==> src/common/vlsu_bus_pkg.sv <==
package vlsu_bus_pkg;

    ////////////////////////////////////////////////////////////////////////////
    // Wishbone bus geometry
    ////////////////////////////////////////////////////////////////////////////

    localparam int ADDR_BITS  = 32;
    localparam int WORD_BITS  = 32;
    localparam int WORD_BYTES = WORD_BITS / 8;

    // Byte address on the bus
    typedef logic [ADDR_BITS-1:0] addr_t;

    // One bus data word
    typedef logic [WORD_BITS-1:0] word_t;

    // One select bit per byte lane
    typedef logic [WORD_BYTES-1:0] sel_t;

    // Access sequencer
    typedef enum logic [1:0] {
        SEQ_IDLE   = 2'd0,
        SEQ_ACCESS = 2'd1,
        SEQ_DONE   = 2'd2
    } seq_state_e;

endpackage

==> src/common/vlsu_geom_pkg.sv <==
package vlsu_geom_pkg;

    ////////////////////////////////////////////////////////////////////////////
    // Vector register geometry
    ////////////////////////////////////////////////////////////////////////////

    // Register width in bits and in bytes
    localparam int VLEN  = 64;
    localparam int VLENB = VLEN / 8;

    // Holds any element index or count from 0 up to VLENB
    localparam int ELEM_IDX_BITS = 4;

    // One whole vector register
    typedef logic [VLEN-1:0] vreg_t;

    // Element index inside a register, or the element count of a command
    typedef logic [ELEM_IDX_BITS-1:0] elem_idx_t;

    ////////////////////////////////////////////////////////////////////////////
    // Command fields
    ////////////////////////////////////////////////////////////////////////////

    // Encoding is log2 of the element size in bytes,
    // so VLENB >> width gives elements per register
    typedef enum logic [1:0] {
        EW8  = 2'd0,
        EW16 = 2'd1,
        EW32 = 2'd2
    } elem_width_e;

    // Unit-stride walks consecutive words, strided takes one element per access
    typedef enum logic {
        UNIT_STRIDED = 1'b0,
        STRIDED      = 1'b1
    } addr_mode_e;

endpackage
==> src/rtl/vlsu_top.sv <==
`timescale 1ns/1ps

module vlsu_top
    import vlsu_geom_pkg::*;
    import vlsu_bus_pkg::*;
(
    input  logic        clk,
    input  logic        reset_n,

    // Core side
    input  logic        start_i,
    input  logic        is_store_i,
    input  addr_mode_e  addr_mode_i,
    input  elem_width_e elem_width_i,
    input  addr_t       base_address_i,
    input  addr_t       stride_i,
    input  vreg_t       store_data_i,
    output logic        busy_o,
    output logic        done_o,
    output vreg_t       load_data_o,

    // Wishbone classic master
    output logic        wb_cyc_o,
    output logic        wb_stb_o,
    output logic        wb_we_o,
    output addr_t       wb_adr_o,
    output sel_t        wb_sel_o,
    output word_t       wb_dat_o,
    input  logic        wb_ack_i,
    input  word_t       wb_dat_i
);

    // Latched command
    logic        cmd_valid;
    logic        cmd_is_store;
    addr_mode_e  cmd_addr_mode;
    elem_width_e cmd_elem_width;
    addr_t       cmd_base;
    addr_t       cmd_stride;
    vreg_t       cmd_store_data;
    elem_idx_t   cmd_elem_count;

    // Sequencer to bus master handshake
    logic        acc_req;
    logic        acc_ack;
    addr_t       acc_addr;
    elem_idx_t   acc_idx;
    logic        busy;

    assign busy_o = busy;

    vlsu_cmd_capture capture_i (
        .clk            (clk),
        .reset_n        (reset_n),
        .start_i        (start_i),
        .busy_i         (busy),
        .is_store_i     (is_store_i),
        .addr_mode_i    (addr_mode_i),
        .elem_width_i   (elem_width_i),
        .base_address_i (base_address_i),
        .stride_i       (stride_i),
        .store_data_i   (store_data_i),
        .cmd_valid_o    (cmd_valid),
        .is_store_o     (cmd_is_store),
        .addr_mode_o    (cmd_addr_mode),
        .elem_width_o   (cmd_elem_width),
        .base_o         (cmd_base),
        .stride_o       (cmd_stride),
        .store_data_o   (cmd_store_data),
        .elem_count_o   (cmd_elem_count)
    );

    vlsu_sequencer sequencer_i (
        .clk          (clk),
        .reset_n      (reset_n),
        .cmd_valid_i  (cmd_valid),
        .addr_mode_i  (cmd_addr_mode),
        .base_i       (cmd_base),
        .stride_i     (cmd_stride),
        .elem_count_i (cmd_elem_count),
        .acc_ack_i    (acc_ack),
        .acc_req_o    (acc_req),
        .acc_addr_o   (acc_addr),
        .acc_idx_o    (acc_idx),
        .busy_o       (busy),
        .done_o       (done_o)
    );

    vlsu_wb_master wb_master_i (
        .clk          (clk),
        .reset_n      (reset_n),
        .cmd_valid_i  (cmd_valid),
        .acc_req_i    (acc_req),
        .acc_addr_i   (acc_addr),
        .acc_idx_i    (acc_idx),
        .is_store_i   (cmd_is_store),
        .addr_mode_i  (cmd_addr_mode),
        .elem_width_i (cmd_elem_width),
        .store_data_i (cmd_store_data),
        .wb_ack_i     (wb_ack_i),
        .wb_dat_i     (wb_dat_i),
        .acc_ack_o    (acc_ack),
        .wb_cyc_o     (wb_cyc_o),
        .wb_stb_o     (wb_stb_o),
        .wb_we_o      (wb_we_o),
        .wb_adr_o     (wb_adr_o),
        .wb_sel_o     (wb_sel_o),
        .wb_dat_o     (wb_dat_o),
        .load_data_o  (load_data_o)
    );

endmodule

==> src/vlsu/vlsu_wb_master.sv <==
`timescale 1ns/1ps

module vlsu_wb_master
    import vlsu_geom_pkg::*;
    import vlsu_bus_pkg::*;
(
    input  logic        clk,
    input  logic        reset_n,

    // Command and access request
    input  logic        cmd_valid_i,
    input  logic        acc_req_i,
    input  addr_t       acc_addr_i,
    input  elem_idx_t   acc_idx_i,
    input  logic        is_store_i,
    input  addr_mode_e  addr_mode_i,
    input  elem_width_e elem_width_i,
    input  vreg_t       store_data_i,

    // Wishbone slave response
    input  logic        wb_ack_i,
    input  word_t       wb_dat_i,

    output logic        acc_ack_o,
    output logic        wb_cyc_o,
    output logic        wb_stb_o,
    output logic        wb_we_o,
    output addr_t       wb_adr_o,
    output sel_t        wb_sel_o,
    output word_t       wb_dat_o,
    output vreg_t       load_data_o
);

    elem_width_e           place_width;
    logic [$clog2(VLEN)-1:0] bit_ofs;
    vreg_t                 elem_mask;
    word_t                 store_elem;
    word_t                 lane_data;
    vreg_t                 load_q;

    ////////////////////////////////////////////////////////////////////////////
    // Element placement inside the register
    ////////////////////////////////////////////////////////////////////////////

    // Unit-stride moves whole words, so it is placed like an EW32 element
    assign place_width = (addr_mode_i == UNIT_STRIDED) ? EW32 : elem_width_i;

    always_comb begin
        unique case (place_width)
            EW8: begin
                bit_ofs   = {acc_idx_i[2:0], 3'b000};
                elem_mask = vreg_t'(8'hFF);
            end
            EW16: begin
                bit_ofs   = {acc_idx_i[1:0], 4'b0000};
                elem_mask = vreg_t'(16'hFFFF);
            end
            default: begin
                bit_ofs   = {acc_idx_i[0], 5'b00000};
                elem_mask = vreg_t'(32'hFFFF_FFFF);
            end
        endcase
    end

    ////////////////////////////////////////////////////////////////////////////
    // Store lanes
    ////////////////////////////////////////////////////////////////////////////

    assign store_elem = word_t'(store_data_i >> bit_ofs);

    // Element replicated on every lane, select picks the addressed one
    always_comb begin
        unique case (place_width)
            EW8: begin
                wb_dat_o = {4{store_elem[7:0]}};
                wb_sel_o = sel_t'(4'b0001) << acc_addr_i[1:0];
            end
            EW16: begin
                wb_dat_o = {2{store_elem[15:0]}};
                wb_sel_o = acc_addr_i[1] ? 4'b1100 : 4'b0011;
            end
            default: begin
                wb_dat_o = store_elem;
                wb_sel_o = 4'b1111;
            end
        endcase
    end

    ////////////////////////////////////////////////////////////////////////////
    // Bus cycle
    ////////////////////////////////////////////////////////////////////////////

    // One access per request, cyc and stb share the request register
    assign wb_cyc_o  = acc_req_i;
    assign wb_stb_o  = acc_req_i;
    assign wb_we_o   = acc_req_i && is_store_i;
    assign wb_adr_o  = acc_addr_i;
    assign acc_ack_o = wb_ack_i && wb_stb_o;

    ////////////////////////////////////////////////////////////////////////////
    // Load assembly
    ////////////////////////////////////////////////////////////////////////////

    // Addressed lane moved down to bit 0
    assign lane_data = wb_dat_i >> {acc_addr_i[1:0], 3'b000};

    always_ff @(posedge clk or negedge reset_n) begin
        if (!reset_n) begin
            load_q <= '0;
        end
        else if (cmd_valid_i && !is_store_i) begin
            load_q <= '0;
        end
        else if (acc_ack_o && !is_store_i) begin
            load_q <= (load_q & ~(elem_mask << bit_ofs))
                    | ((vreg_t'(lane_data) & elem_mask) << bit_ofs);
        end
    end

    assign load_data_o = load_q;

    // Classic cycle: nothing moves until the slave answers
    bus_stable_a : assert property (@(posedge clk) disable iff (!reset_n)
        wb_stb_o && !wb_ack_i |=> wb_stb_o && wb_cyc_o
            && $stable(wb_adr_o) && $stable(wb_sel_o)
            && $stable(wb_we_o) && $stable(wb_dat_o));

endmodule

==> src/vlsu/vlsu_sequencer.sv <==
`timescale 1ns/1ps

module vlsu_sequencer
    import vlsu_geom_pkg::*;
    import vlsu_bus_pkg::*;
(
    input  logic       clk,
    input  logic       reset_n,

    input  logic       cmd_valid_i,
    input  addr_mode_e addr_mode_i,
    input  addr_t      base_i,
    input  addr_t      stride_i,
    input  elem_idx_t  elem_count_i,
    input  logic       acc_ack_i,

    output logic       acc_req_o,
    output addr_t      acc_addr_o,
    output elem_idx_t  acc_idx_o,
    output logic       busy_o,
    output logic       done_o
);

    seq_state_e state_q;
    seq_state_e state_d;
    addr_t      offset_q;
    addr_t      step;
    elem_idx_t  idx_q;
    elem_idx_t  idx_next;
    logic       req_q;
    logic       last_ack;

    ////////////////////////////////////////////////////////////////////////////
    // FSM
    ////////////////////////////////////////////////////////////////////////////

    assign idx_next = idx_q + elem_idx_t'(1);
    assign last_ack = acc_ack_i && (idx_next == elem_count_i);

    always_comb begin
        state_d = state_q;
        unique case (state_q)
            SEQ_IDLE: begin
                if (cmd_valid_i) begin
                    state_d = SEQ_ACCESS;
                end
            end
            SEQ_ACCESS: begin
                if (last_ack) begin
                    state_d = SEQ_DONE;
                end
            end
            default: begin
                state_d = SEQ_IDLE;
            end
        endcase
    end

    always_ff @(posedge clk or negedge reset_n) begin
        if (!reset_n) begin
            state_q <= SEQ_IDLE;
        end
        else begin
            state_q <= state_d;
        end
    end

    ////////////////////////////////////////////////////////////////////////////
    // Element walk and address
    ////////////////////////////////////////////////////////////////////////////

    assign step = (addr_mode_i == UNIT_STRIDED) ? addr_t'(WORD_BYTES) : stride_i;

    always_ff @(posedge clk or negedge reset_n) begin
        if (!reset_n) begin
            offset_q <= '0;
            idx_q    <= '0;
            req_q    <= 1'b0;
        end
        else if (state_q == SEQ_IDLE) begin
            offset_q <= '0;
            idx_q    <= '0;
            req_q    <= cmd_valid_i;
        end
        else if (state_q == SEQ_ACCESS) begin
            if (acc_ack_i) begin
                // Drop the request for one cycle between accesses
                req_q    <= 1'b0;
                offset_q <= offset_q + step;
                idx_q    <= idx_next;
            end
            else begin
                req_q <= 1'b1;
            end
        end
    end

    assign acc_req_o  = req_q;
    assign acc_addr_o = base_i + offset_q;
    assign acc_idx_o  = idx_q;

    // Busy already in the cycle the command reaches us
    assign busy_o = cmd_valid_i || (state_q != SEQ_IDLE);
    assign done_o = (state_q == SEQ_DONE);

    req_held_a : assert property (@(posedge clk) disable iff (!reset_n)
        acc_req_o && !acc_ack_i |=> acc_req_o && $stable(acc_idx_o) && $stable(acc_addr_o));

    idx_in_range_a : assert property (@(posedge clk) disable iff (!reset_n)
        acc_req_o |-> acc_idx_o < elem_count_i);

endmodule

==> src/vlsu/vlsu_cmd_capture.sv <==
`timescale 1ns/1ps

module vlsu_cmd_capture
    import vlsu_geom_pkg::*;
    import vlsu_bus_pkg::*;
(
    input  logic        clk,
    input  logic        reset_n,

    input  logic        start_i,
    input  logic        busy_i,
    input  logic        is_store_i,
    input  addr_mode_e  addr_mode_i,
    input  elem_width_e elem_width_i,
    input  addr_t       base_address_i,
    input  addr_t       stride_i,
    input  vreg_t       store_data_i,

    output logic        cmd_valid_o,
    output logic        is_store_o,
    output addr_mode_e  addr_mode_o,
    output elem_width_e elem_width_o,
    output addr_t       base_o,
    output addr_t       stride_o,
    output vreg_t       store_data_o,
    output elem_idx_t   elem_count_o
);

    logic      accept;
    elem_idx_t elem_count;

    // A start while a command is in flight is dropped
    assign accept = start_i && !busy_i;

    // Accesses per register
    always_comb begin
        if (addr_mode_i == UNIT_STRIDED) begin
            // Whole words, element width does not matter
            elem_count = elem_idx_t'(VLENB / WORD_BYTES);
        end
        else begin
            elem_count = elem_idx_t'(VLENB >> elem_width_i);
        end
    end

    always_ff @(posedge clk or negedge reset_n) begin
        if (!reset_n) begin
            cmd_valid_o <= 1'b0;
        end
        else begin
            cmd_valid_o <= accept;
        end
    end

    // Command fields
    always_ff @(posedge clk) begin
        if (accept) begin
            is_store_o   <= is_store_i;
            addr_mode_o  <= addr_mode_i;
            elem_width_o <= elem_width_i;
            base_o       <= base_address_i;
            stride_o     <= stride_i;
            store_data_o <= store_data_i;
            elem_count_o <= elem_count;
        end
    end

    // Unit-stride runs only whole aligned words on the bus
    unit_base_aligned_a : assert property (@(posedge clk) disable iff (!reset_n)
        accept && addr_mode_i == UNIT_STRIDED |-> base_address_i[1:0] == 2'b00);

endmodule

==> config.mk <==
export PLATFORM = sky130hd
export DESIGN_NAME = vlsu_top
export DESIGN_NICKNAME = d
export VERILOG_FILES = /design/src/common/vlsu_bus_pkg.sv /design/src/common/vlsu_geom_pkg.sv /design/src/rtl/vlsu_top.sv /design/src/vlsu/vlsu_wb_master.sv /design/src/vlsu/vlsu_sequencer.sv /design/src/vlsu/vlsu_cmd_capture.sv
export SDC_FILE = /design/constraint.sdc
export NUM_CORES = 1
export LEC_CHECK = 0
export BUFFER_PORTS_ARGS = -buffer_cell sky130_fd_sc_hd__buf_2
export CAP_MARGIN = 20
export CORE_ASPECT_RATIO = 0.9
export CORE_MARGIN = 10
export CORE_UTILIZATION = 40
export CTS_CLUSTER_DIAMETER = 150
export DETAILED_ROUTE_END_ITERATION = 10
export PLACE_DENSITY = 0.64
export SYNTH_ARGS = -nofsm -noshare
export SYNTH_HDL_FRONTEND = slang
export SYNTH_HIERARCHICAL = 1
export SYNTH_SLANG_ARGS = --single-unit
==> constraint.sdc <==
create_clock -name clk -period 17.6 [get_ports clk]
set_clock_uncertainty 0.15 [all_clocks]
set_input_delay 1.76 -clock clk [delete_from_list [all_inputs] [get_ports clk]]
set_output_delay 1.76 -clock clk [all_outputs]
set_load 0.05 [all_outputs]
==> flow_summary.yaml <==
status:
  status: "completed"
setup_path:
  crit_slowest_cell: "a2111oi_2"
  crit-reg2reg-launch: "capture_i/addr_mode_o"
  reg2reg_to: "sequencer_i/offset_q[30]"
  crit_family: "compound AO/OA/AOI/OAI gates"
  cpPeakStageDelay_ps: 430
  worstSetupStartpointType: "register"
  cp.required_ps: 15690
  crit_start: "sequencer_i/offset_q[0]"
  path_depth: 12
  cp_max_fo: 3
  reg2regPathDepth: 14
  worstSetupPathType: "reg -> out"
  crit_path_end_kind: "output port"
  crit_buf_inv: 1
  arrival_ps: 4030
  crit_path_cell_trace: "ha_2, fa_1, a211oi_1, nor2_1, o31ai_1, a21oi_2, a2111oi_2, o21ai_1, a41o_1, o41ai_2, xnor2_1, buf_2"
  r2r_setup_slack_ps: 13400
  crit_end: "wb_adr_o[30]"
logic_synthesis:
  synth_commonest_cells: "136 x edfxtp_1, 123 x nand2_1, 104 x dfrtp_1"
  synthMuxAreaShare_pct: 3.96
  syn_inst: 1394
  syn_nets: 1627
  synth_xor_area_share_pct: 3.55
  yosys-top-cells-area: "edfxtp_1 28%, dfrtp_1 18%, ha_1 5.4%, mux2i_1 3.4%, o2bb2ai_1 3.2%"
  synth-compound-area-share_pct: 22.2
  synthAdderAreaFrac_pct: 5.68
  synthArstFlopShare_pct: 43.3
  synth_area_um2: 14600
  ys.warnings.count: 6
  yosys.area_share.simple_pct: 13.8
  yosysMostFrequentCell: "edfxtp_1"
  syn_area_per_cell_um2: 10.5
  synth_ff_type: "edfxtp_1"
  synth_top_family_by_area: "compound AO/OA/AOI/OAI gates"
  synth.top_cell.area_share_pct: 28.0
  ys_types: 88
  ys_seq_area_share_pct: 45.9
  ys_seq_elements: 240
  synth_edf_count: 136
  synth_area_leader_cell: "edfxtp_1"
clocking:
  root_buffer: "clkbuf_16"
  clk_path_buf_depth: 3
  path_clk_slew_ps: 60
  htreeDepth: 1
  cts_buffers: 29
  cts_resized: 0
  clkSinkCount: 240
  postCtsSetupBuffers: 0
  cts_tree: "built"
  hold_buffers: 0
  clock_latency_ps: 550
timing:
  grt_setup_unrepaired: "no"
  slew_viol_final: 0
  finalHoldViolations: 0
  setup_ws_ps: 11660
  fmax_ghz: 0.168
  worst_slew_pin_slew_ps: 1130
  setup_violations: 0
  min_period_ps: 5940
  min_period_over_period_pct: 33.8
  setup_tns_ps: 0
  maxSlewHeadroom_pct: 24.6
grt:
  grt_usage_pct: 19.6
  grt_pass1_wl_um: 71100
  gr-total-overflow: 0
  grt_max_degree: 80
  antenna_found_initial: 3
  grt_pass1_vias: 12100
finish:
  fin_area_um2: 17300
  syn2layout_area_growth_pct: 18.4
  nNetsFinal: 1869
  drive_gt1_share_pct: 24.7
die:
  row_count: 66
  die_area_um2: 44500
  initial_core_util_pct: 40.4
  die_x_um: 221
  io_pins: 305
  die_h_um: 201
  design.core.area_um2: 36100
routing:
  dr.pass1.iters: 5
  vias_per_cell: 5.70
  num_vias: 12200
  drcViolationCount: 0
  wirelength_um: 45900
  drt-initial-drc-count: 1283
  postRouteAntennaNets: 0
  wl_per_cell_um: 21.5
placed_design:
  gp_congestion: 0.867
  hpwl_um: 33900
  portBuffers: 304
  placedInstanceArea_um2: 16200
  dpl_worst_slack_ps: 12270
min_path:
  hp-class: "reg -> reg"
flow_run:
  cap_violations: 0
pwr:
  irDropWorstVdd_mv: 0.164
  power_density_nw_per_um2: 201
  leakage_uw: 0.00757
where the power goes:
part           internal [uW]  leakage (uW)  switching [uW]
combinational            567       0.00446            1400
sequential               756       0.00261             115
clock                    387      0.000503             242
total                   1710       0.00757            1760
through the flow:
stage	total power, uW	util (%)	hold WS [ps]	std cells
floorplan	2460	-	319	1394
global placement	2820	44.9	316	2079
detailed placement	2840	44.9	321	2079
CTS	3490	47.7	338	2131
global route	3660	47.8	350	2134
finish	3470	47.8	330	2134
per-layer routing:
layer  routed length (um)  vias up  global-route usage (%)
met5                   27        -                       0
met4                 1020        4                    4.94
met3                 2750       69                    3.30
met2                21000      471                    30.7
met1                21000     5877                    27.5
li1                     -     5735                       -
layout by cell type (no fill, tap or decap), types with 18 or more instances in the layout:
cell / count
a211oi_1: 22
a21o_1: 34
a21oi_1: 73
a22o_1: 35
a31oi_1: 18
and2_1: 44
buf_2: 303
clkbuf_16: 32
dfrtp_1: 103
edfxtp_1: 136
ha_1: 62
inv_1: 23
mux2i_1: 50
nand2_1: 123
nand2b_1: 20
nand3_1: 25
nor2_1: 79
nor3_1: 21
o21ai_0: 68
o2bb2ai_1: 54
xnor2_1: 40
xor2_1: 19
layout make-up:
cell class,count,area (um2)
Antenna cell,1,2.50
Clock buffer,43,912
Clock inverter,9,110
Fill cell,3360,18800
Inverter,24,90.1
Multi-Input combinational cell,1021,7200
Sequential cell,240,6690
Tap cell,476,596
Timing Repair Buffer,320,1670
flip-flops by register name, indices dropped and copies added, names as in the netlist:
name	count
capture_i/store_data_o	64
sequencer_i/acc_idx_o	4
sequencer_i/offset_q	32
capture_i/addr_mode_o	1
wb_master_i/load_data_o	64
sequencer_i/acc_req_o	1
capture_i/base_o	32
capture_i/cmd_valid_o	1
capture_i/stride_o	32
sequencer_i/state_q	2
capture_i/elem_count_o	4
capture_i/elem_width_o	2
capture_i/is_store_o	1
cell families (layout without fill, tap and decap cells):
group	count (synthesis)	count (layout)
AO/OA/AOI/OAI	446	446
AND/OR/NAND/NOR	395	395
flip-flops	240	240
buffers and inverters	133	396
adder cells (fa/ha/maj)	65	65
XOR/XNOR	59	59
multiplexers	56	56
other	0	1
worst min path at each step:
| stage | start | endpoint | slack, ps | cells past startpoint |
|---|---|---|---|---|
| after global placement | wb_master_i/load_data_o[19] | wb_master_i/load_data_o[19] | 320 | 1 |
| final | wb_master_i/load_data_o[27] | wb_master_i/load_data_o[27] | 330 | 1 |
| after CTS | wb_master_i/load_data_o[52] | wb_master_i/load_data_o[52] | 340 | 1 |
| after detailed placement | wb_master_i/load_data_o[27] | wb_master_i/load_data_o[27] | 320 | 1 |
| after global routing | wb_master_i/load_data_o[27] | wb_master_i/load_data_o[27] | 350 | 1 |
| after floorplan | sequencer_i/acc_idx_o[3] | sequencer_i/acc_idx_o[3] | 320 | 2 |
No activity file was read; power rests on OpenSTA's default activity.
